===== config.mk =====
export PLATFORM = sky130hd
export DESIGN_NAME = hazard_unit_flat
export DESIGN_NICKNAME = d
export VERILOG_FILES = /design/src/cpu_pkg.sv /design/src/fwd_if.sv /design/src/hazard_unit.sv /design/src/flat_wrapper.sv
export VERILOG_INCLUDE_DIRS = /design/src
export SDC_FILE = /design/constraint.sdc
export NUM_CORES = 1
export LEC_CHECK = 0
export ABC_AREA = 1
export BUFFER_PORTS_ARGS = -buffer_cell sky130_fd_sc_hd__clkbuf_2
export CORE_AREA = 2 2 39 41
export DETAILED_ROUTE_END_ITERATION = 12
export DIE_AREA = 0 0 41 43
export MAX_ROUTING_LAYER = met4
export PLACE_DENSITY = 0.78
export SYNTH_ARGS = -nofsm -noshare
export SYNTH_HDL_FRONTEND = slang
export SYNTH_SLANG_ARGS = --single-unit
export TNS_END_PERCENT = 5

===== constraint.sdc =====
create_clock -name vclk -period 0.8
set_clock_uncertainty 0.1 [all_clocks]
set_input_delay 0.04 -clock vclk [all_inputs]
set_output_delay 0.04 -clock vclk [all_outputs]
set_load 0.005 [all_outputs]

===== src/cpu_macros.svh =====
`ifndef CPU_MACROS_SVH
`define CPU_MACROS_SVH

// data and instruction word width
`define CPU_XLEN 16

// architectural registers, r0 reads as zero
`define CPU_NREGS 16

// memory depths in 16-bit words
`define CPU_IMEM_WORDS 256
`define CPU_DMEM_WORDS 256

`endif


===== src/cpu_pkg.sv =====
`default_nettype none

`include "cpu_macros.svh"

package cpu_pkg;

  // opcode lives in instr[15:12]
  // codes not listed here run as no-ops
  typedef enum logic [3:0] {
    OP_ADD = 4'b0000,
    OP_SUB = 4'b0001,
    OP_XOR = 4'b0010,
    OP_SLL = 4'b0100,
    OP_SRA = 4'b0101,
    OP_ROR = 4'b0110,
    OP_LW  = 4'b1000,
    OP_SW  = 4'b1001,
    OP_LLB = 4'b1010,
    OP_LHB = 4'b1011,
    OP_B   = 4'b1100,
    OP_PCS = 4'b1110,
    OP_HLT = 4'b1111
  } opcode_e;

  // bit positions inside the V N Z flag register
  localparam int FLAG_Z = 0;
  localparam int FLAG_N = 1;
  localparam int FLAG_V = 2;

  // operand source for execute
  typedef enum logic [1:0] {
    NONE     = 2'd0,
    FROM_MEM = 2'd1,
    FROM_WB  = 2'd2
  } fwd_sel_e;

  // all-zero value is a bubble
  typedef struct packed {
    opcode_e    op;
    logic [2:0] cond;
    logic       reg_write;
    logic       mem_read;
    logic       mem_write;
    // writeback takes the load data
    logic       to_mem_data;
    logic       use_imm;
    logic       is_branch;
    logic       is_pcs;
    logic       is_hlt;
    logic       z_en;
    logic       v_en;
    logic       n_en;
  } ctrl_t;

  typedef struct packed {
    logic                 valid;
    logic [`CPU_XLEN-1:0] pc;
    logic [`CPU_XLEN-1:0] instr;
  } if_id_t;

  typedef struct packed {
    ctrl_t                ctrl;
    logic [3:0]           rs;
    logic [3:0]           rt;
    logic [3:0]           rd;
    logic [`CPU_XLEN-1:0] rs_data;
    logic [`CPU_XLEN-1:0] rt_data;
    logic [`CPU_XLEN-1:0] imm;
    logic [`CPU_XLEN-1:0] pc;
  } id_ex_t;

  typedef struct packed {
    ctrl_t                ctrl;
    logic [3:0]           rd;
    logic [`CPU_XLEN-1:0] y;
    logic [`CPU_XLEN-1:0] st_data;
  } ex_mem_t;

  // load data is not carried here
  // it comes straight off the data RAM in writeback
  typedef struct packed {
    ctrl_t                ctrl;
    logic [3:0]           rd;
    logic [`CPU_XLEN-1:0] y;
  } mem_wb_t;

endpackage

`default_nettype wire


===== src/fwd_if.sv =====
`default_nettype none

interface fwd_if import cpu_pkg::*; ();

  // source registers of the instruction in decode
  logic [3:0] id_rs;
  logic [3:0] id_rt;
  // instruction in execute
  logic [3:0] ex_rs;
  logic [3:0] ex_rt;
  logic [3:0] ex_rd;
  logic       ex_mem_read;
  // producers further down the pipe
  logic [3:0] mem_rd;
  logic       mem_reg_write;
  logic [3:0] wb_rd;
  logic       wb_reg_write;
  // decisions back to the core
  fwd_sel_e   fwd_a;
  fwd_sel_e   fwd_b;
  logic       stall;

  modport core (
    output id_rs, id_rt, ex_rs, ex_rt, ex_rd, ex_mem_read,
    output mem_rd, mem_reg_write, wb_rd, wb_reg_write,
    input  fwd_a, fwd_b, stall
  );

  modport hazard (
    input  id_rs, id_rt, ex_rs, ex_rt, ex_rd, ex_mem_read,
    input  mem_rd, mem_reg_write, wb_rd, wb_reg_write,
    output fwd_a, fwd_b, stall
  );

endinterface

`default_nettype wire


===== src/hazard_unit.sv =====
`default_nettype none

module hazard_unit import cpu_pkg::*; (
  fwd_if.hazard fwd
);

  // newest producer wins
  // r0 never forwards
  function automatic fwd_sel_e pick(
    input logic [3:0] src,
    input logic [3:0] m_rd,
    input logic       m_we,
    input logic [3:0] w_rd,
    input logic       w_we
  );
    if (m_we && m_rd != 4'd0 && m_rd == src) begin
      return FROM_MEM;
    end
    if (w_we && w_rd != 4'd0 && w_rd == src) begin
      return FROM_WB;
    end
    return NONE;
  endfunction

  assign fwd.fwd_a = pick(fwd.ex_rs, fwd.mem_rd, fwd.mem_reg_write,
                          fwd.wb_rd, fwd.wb_reg_write);
  assign fwd.fwd_b = pick(fwd.ex_rt, fwd.mem_rd, fwd.mem_reg_write,
                          fwd.wb_rd, fwd.wb_reg_write);

  // load data is only ready in writeback
  // a consumer right behind the load waits one cycle
  assign fwd.stall = fwd.ex_mem_read && fwd.ex_rd != 4'd0 &&
                     (fwd.ex_rd == fwd.id_rs || fwd.ex_rd == fwd.id_rt);

endmodule

`default_nettype wire


===== src/flat_wrapper.sv =====
// flat-port wrapper written by rule: the top's interface ports become plain ports
module hazard_unit_flat import cpu_pkg::*;
  (fwd_id_rs, fwd_id_rt, fwd_ex_rs, fwd_ex_rt, fwd_ex_rd, fwd_ex_mem_read, fwd_mem_rd, fwd_mem_reg_write, fwd_wb_rd, fwd_wb_reg_write, fwd_fwd_a, fwd_fwd_b, fwd_stall);
  fwd_if fwd_i ();
  input wire logic [$bits(fwd_i.id_rs)-1:0] fwd_id_rs;
  input wire logic [$bits(fwd_i.id_rt)-1:0] fwd_id_rt;
  input wire logic [$bits(fwd_i.ex_rs)-1:0] fwd_ex_rs;
  input wire logic [$bits(fwd_i.ex_rt)-1:0] fwd_ex_rt;
  input wire logic [$bits(fwd_i.ex_rd)-1:0] fwd_ex_rd;
  input wire logic [$bits(fwd_i.ex_mem_read)-1:0] fwd_ex_mem_read;
  input wire logic [$bits(fwd_i.mem_rd)-1:0] fwd_mem_rd;
  input wire logic [$bits(fwd_i.mem_reg_write)-1:0] fwd_mem_reg_write;
  input wire logic [$bits(fwd_i.wb_rd)-1:0] fwd_wb_rd;
  input wire logic [$bits(fwd_i.wb_reg_write)-1:0] fwd_wb_reg_write;
  output wire logic [$bits(fwd_i.fwd_a)-1:0] fwd_fwd_a;
  output wire logic [$bits(fwd_i.fwd_b)-1:0] fwd_fwd_b;
  output wire logic [$bits(fwd_i.stall)-1:0] fwd_stall;
  assign fwd_i.id_rs = fwd_id_rs;
  assign fwd_i.id_rt = fwd_id_rt;
  assign fwd_i.ex_rs = fwd_ex_rs;
  assign fwd_i.ex_rt = fwd_ex_rt;
  assign fwd_i.ex_rd = fwd_ex_rd;
  assign fwd_i.ex_mem_read = fwd_ex_mem_read;
  assign fwd_i.mem_rd = fwd_mem_rd;
  assign fwd_i.mem_reg_write = fwd_mem_reg_write;
  assign fwd_i.wb_rd = fwd_wb_rd;
  assign fwd_i.wb_reg_write = fwd_wb_reg_write;
  assign fwd_fwd_a = fwd_i.fwd_a;
  assign fwd_fwd_b = fwd_i.fwd_b;
  assign fwd_stall = fwd_i.stall;
  hazard_unit u_core (.fwd(fwd_i));
endmodule

### Word-level counts from Yosys, hierarchy flattened

Cells that the tools add are included.

* eq/ne operators: 6
* multiplexer cells: 14
* reductions and logical operators: 12

Operators by type and width (number)
* $eq A4 B4 Y1: 6
* $mux W2: 8
* $reduce_bool A4 Y1: 3
* $logic_and A1 B1 Y1: 8
* $mux W1: 6
* $logic_or A1 B1 Y1: 1

* register bits after elaboration: 0
* bits of input ports: 31
* output and inout bits: 5
* logic and storage cells: 32

### Depth between registers and ports, before layout

* depth in word-level cells: 7
* mapped depth: 7
* gate-level depth less buffers: 7

### Least setup slack after synthesis

OpenSTA, ideal clock, no wires.

* kind: input port to output port
* start point: input port fwd_mem_rd[3]
* end point: output port fwd_fwd_a[1]
* arrival time: 0.505 ns
* required time: 0.660 ns
* setup slack: 0.155 ns
* cell stages on the path: 5
* buffers on the path: 0
* cells stage by stage: inv_1 nand3_1 o21ai_1 nor2_1 nor2_1

* longest elaborated chain between the ends: 5
* elaborated cells between the ends (all ways): 6
* classes of those cells: eq/ne (1); mux (2); reduce/logical (3)

Ends and longest elaborated chain
* from (decl): line flat_wrapper.sv:11 `input wire logic [$bits(fwd_i.mem_rd)-1:0] fwd_mem_rd;`
* $reduce_bool A4 Y1: line hazard_unit.sv:16 `if (m_we && m_rd != 4'd0 && m_rd == src) begin`
* $logic_and A1 B1 Y1: line hazard_unit.sv:16
* $logic_and A1 B1 Y1 (*): line hazard_unit.sv:16
* $mux W1 (*): line hazard_unit.sv:16
* $mux W2 (*): line hazard_unit.sv:19 `if (w_we && w_rd != 4'd0 && w_rd == src) begin`
* to (decl): line flat_wrapper.sv:15 `output wire logic [$bits(fwd_i.fwd_a)-1:0] fwd_fwd_a;`

Every way passes the cells marked *; elsewhere a longest branch is shown, timed or not.

### Worst setup path in the final report

* start point: input port fwd_wb_rd[2]
* end point: output port fwd_fwd_b[1]

* longest elaborated chain between the ends: 7
* elaborated cells between the ends (all ways): 9
* classes of those cells: eq/ne (1); mux (5); reduce/logical (3)

Ends and longest elaborated chain
* from (decl): line flat_wrapper.sv:13 `input wire logic [$bits(fwd_i.wb_rd)-1:0] fwd_wb_rd;`
* $reduce_bool A4 Y1: line hazard_unit.sv:19
* $logic_and A1 B1 Y1: line hazard_unit.sv:19
* $logic_and A1 B1 Y1 (*): line hazard_unit.sv:19
* $mux W1 (2 in series): line hazard_unit.sv:19
* $mux W2 (*): line hazard_unit.sv:22 `return NONE;`
* $mux W2 (*): line hazard_unit.sv:19
* to (decl): line flat_wrapper.sv:16 `output wire logic [$bits(fwd_i.fwd_b)-1:0] fwd_fwd_b;`

Every way passes the cells marked *; elsewhere a longest branch is shown, timed or not. The select of a mux whose other input is x is not followed.

==> metrics.txt <==
# TYPE chip_impl_metric gauge
chip_impl_info{name="status",value="complete, but fails checks"} 1
chip_impl_info{name="failed_checks",value="setup timing"} 1
chip_impl_info{name="critical_path_class",value="in2out"} 1
chip_impl_info{name="timing.hold.worst.start",value="fwd_ex_mem_read"} 1
chip_impl_metric{name="post-route-period-util",unit=""} 1.10
chip_impl_metric{name="wirelength_met1",unit="um"} 631
chip_impl_metric{name="netlist_area",unit="um2"} 495
chip_impl_metric{name="firstDrtPassIters",unit=""} 4
chip_impl_metric{name="route.detailed.wl_per_inst",unit="um"} 9.70
chip_impl_info{name="crit_family",value="simple AND/OR/NAND/NOR gates"} 1
chip_impl_metric{name="clock_buffer_count",unit=""} 0
chip_impl_metric{name="initial_standard_cell_utilization_of_the_core",unit=""} 0.358
chip_impl_metric{name="syn_nets",unit=""} 157
chip_impl_metric{name="wl_met3",unit="um"} 70
chip_impl_metric{name="synthesis.area_per_instance",unit="um2"} 3.93
chip_impl_metric{name="met2_layer_wire_length_in_the_routed_design",unit="um"} 995
chip_impl_metric{name="antenna_found_initial",unit=""} 0
chip_impl_metric{name="static_leakage",unit="uW"} 0.000588
chip_impl_metric{name="detailroute.via_count",unit=""} 804
chip_impl_metric{name="fp_rows",unit=""} 14
chip_impl_metric{name="max-vdd-ir-drop",unit="uV"} 186
chip_impl_metric{name="design.core.area",unit="um2"} 1380
chip_impl_info{name="slowest_cell_on_the_critical_path",value="xor2_1"} 1
chip_impl_metric{name="dieWidth",unit="um"} 41
chip_impl_info{name="post-synth-top-count-cell",value="nand2_1"} 1
chip_impl_metric{name="drc_violation_total_after_the_first_tritonroute_iteration",unit=""} 12
chip_impl_metric{name="routed_wl",unit="um"} 1740
chip_impl_metric{name="chipHeight",unit="um"} 43
chip_impl_metric{name="cp_max_fo",unit=""} 4
chip_impl_metric{name="final_min_period",unit="ns"} 0.882
chip_impl_metric{name="io_buffers",unit=""} 36
chip_impl_metric{name="n_fill_cell",unit=""} 134
chip_impl_metric{name="max_stage_delay_on_crit_path",unit="ns"} 0.15
chip_impl_metric{name="layout.cell_area.non_filler",unit="um2"} 861
chip_impl_metric{name="place.gp.congestion",unit=""} 0.817
chip_impl_metric{name="timing.fmax",unit="MHz"} 1130
chip_impl_info{name="dr.max_layer_used",value="met4"} 1
chip_impl_metric{name="worst_ep_required_time",unit="ns"} 0.66
chip_impl_metric{name="avgViaCountPerCell",unit=""} 4.49
chip_impl_metric{name="final_max_slew_viol_count",unit=""} 0
chip_impl_metric{name="flops_and_latches",unit=""} 0
chip_impl_metric{name="max_cap_viol_count",unit=""} 0
chip_impl_info{name="rsz0062_at_grt",value="yes"} 1
chip_impl_metric{name="groute.usage.overall",unit=""} 0.188
chip_impl_metric{name="ant_nets",unit=""} 0
chip_impl_metric{name="yosysUniqueCellTypes",unit=""} 10
chip_impl_metric{name="worstMarginPinSlew",unit="ns"} 0.190
chip_impl_metric{name="sequential_cell_area",unit="um2"} 0
chip_impl_info{name="synth_commonest_cells",value="nand2_1, inv_1, nor2_1, nand3_1, inv_2"} 1
chip_impl_metric{name="overflow_left_after_global_routing",unit=""} 0
chip_impl_metric{name="synth_top_cell_area_share",unit=""} 0.530
chip_impl_metric{name="layout.nets",unit=""} 196
chip_impl_metric{name="setup_total_negative_slack",unit="ns"} -0.194
chip_impl_info{name="critPathCaptureType",value="output pin"} 1
chip_impl_metric{name="slew_headroom",unit=""} 0.873
chip_impl_info{name="timing.critical_path.from_type",value="input pin"} 1
chip_impl_metric{name="path_buf_inv",unit=""} 2
chip_impl_metric{name="antenna-diode-count",unit=""} 0
chip_impl_metric{name="place.detailed.hpwl",unit="um"} 1250
chip_impl_metric{name="setup_violations",unit=""} 5
chip_impl_info{name="startpoint",value="fwd_wb_rd[2]"} 1
chip_impl_metric{name="postLayoutCoreUtil",unit=""} 0.622
chip_impl_metric{name="placed_area",unit="um2"} 696
chip_impl_info{name="min_path_type",value="in2out"} 1
chip_impl_metric{name="multi_input_area",unit="um2"} 437
chip_impl_metric{name="drive_above_1_share",unit=""} 0.374
chip_impl_metric{name="drcViolationCount",unit=""} 0
chip_impl_metric{name="global_route_wire_length_before_repair",unit="um"} 2390
chip_impl_info{name="critical_path.cell_chain",value="buf_4, xor2_1, nor2_1, nand3_1, nor2_1, buf_2"} 1
chip_impl_metric{name="synthesis.yosys.warnings",unit=""} 0
chip_impl_metric{name="critical_path_arrival",unit="ns"} 0.74
chip_impl_metric{name="synthesis.instances",unit=""} 126
chip_impl_metric{name="pwr_density_cell",unit="nW/um2"} 479
chip_impl_metric{name="yosysSeqAreaShare",unit=""} 0
chip_impl_metric{name="postLayoutSetupSlackWorst",unit="ns"} -0.0817
chip_impl_info{name="synth_top_cells_by_area",value="nand2_1, inv_1, nor2_1, nand3_1, xor2_1"} 1
chip_impl_info{name="cpMostUsedCell",value="nor2_1"} 1
chip_impl_metric{name="grt_pass1_vias",unit=""} 683
chip_impl_metric{name="die_area",unit="um2"} 1760
chip_impl_metric{name="io_pins",unit=""} 36
chip_impl_metric{name="finalHoldViolCount",unit=""} 0
chip_impl_metric{name="syn_to_final_growth",unit="%"} 73.7
chip_impl_info{name="synth_area_leader_cell",value="nand2_1"} 1
chip_impl_metric{name="hold_depth",unit=""} 4
chip_impl_metric{name="path_depth",unit=""} 6
chip_impl_metric{name="pin_count_of_the_biggest_net_entering_global_routing",unit=""} 5
[final timing paths]
path | end | slack (ns)
worst min-delay path | fwd_stall | 0.27
worst max-delay path | fwd_fwd_b[1] | -0.08
[cells in the final DEF (no fill, tap or decap), drive strengths merged]
cell / n
o21ai: 2
clkbuf: 17
nand3: 4
a21oi: 1
nor2: 18
a21boi: 1
inv: 28
xor2: 2
buf: 20
nand2: 70
[final cells by class]
type	count	area share
inverters	28	0.134
well taps	16	0.0233
multi-input cells	98	0.507
repair buffers	37	0.336
[stage by stage]
step,setup WS [ns],cells,power (uW),hold WS (ns)
3_5_place_dp,-0.125,178,310,0.259
5_1_grt,-0.147,179,462,0.319
4_1_cts,-0.0893,179,352,0.263
3_3_place_gp,-0.136,178,301,0.261
2_1_floorplan,0.155,126,166,0.0761
6_report,-0.0817,179,413,0.274
[routing by layer]
metal	track usage	vias up
li1	-	439
met1	0.174	339
met2	0.366	22
met3	0.0209	4
met4	0.0533	0
met5	-	-
[cell families (layout without fill, tap and decap cells)]
| group | after synthesis | after routing | synth area share |
|---|---|---|---|
| and+or+nand+nor | 92 | 92 | 0.707 |
| AOI/OAI and AO/OA | 4 | 4 | 0.0454 |
| xor gates and xnor gates | 2 | 2 | 0.0354 |
| buffers and inverters | 28 | 65 | 0.212 |
[where the power goes]
part,switching (uW),internal [uW]
combinational,209,204
clock,0,0
sequential,0,0
[what timing repair did]
action | in CTS | in global routing
setup buffers | 1 | 0
gates cloned | 0 | 0
pin swaps | 12 | 25
hold buffers | 0 | 0
resized for setup | 17 | 45
endpoints found under the setup margin | 5 | 5
Note: power is estimated with default switching activity, not from simulation.
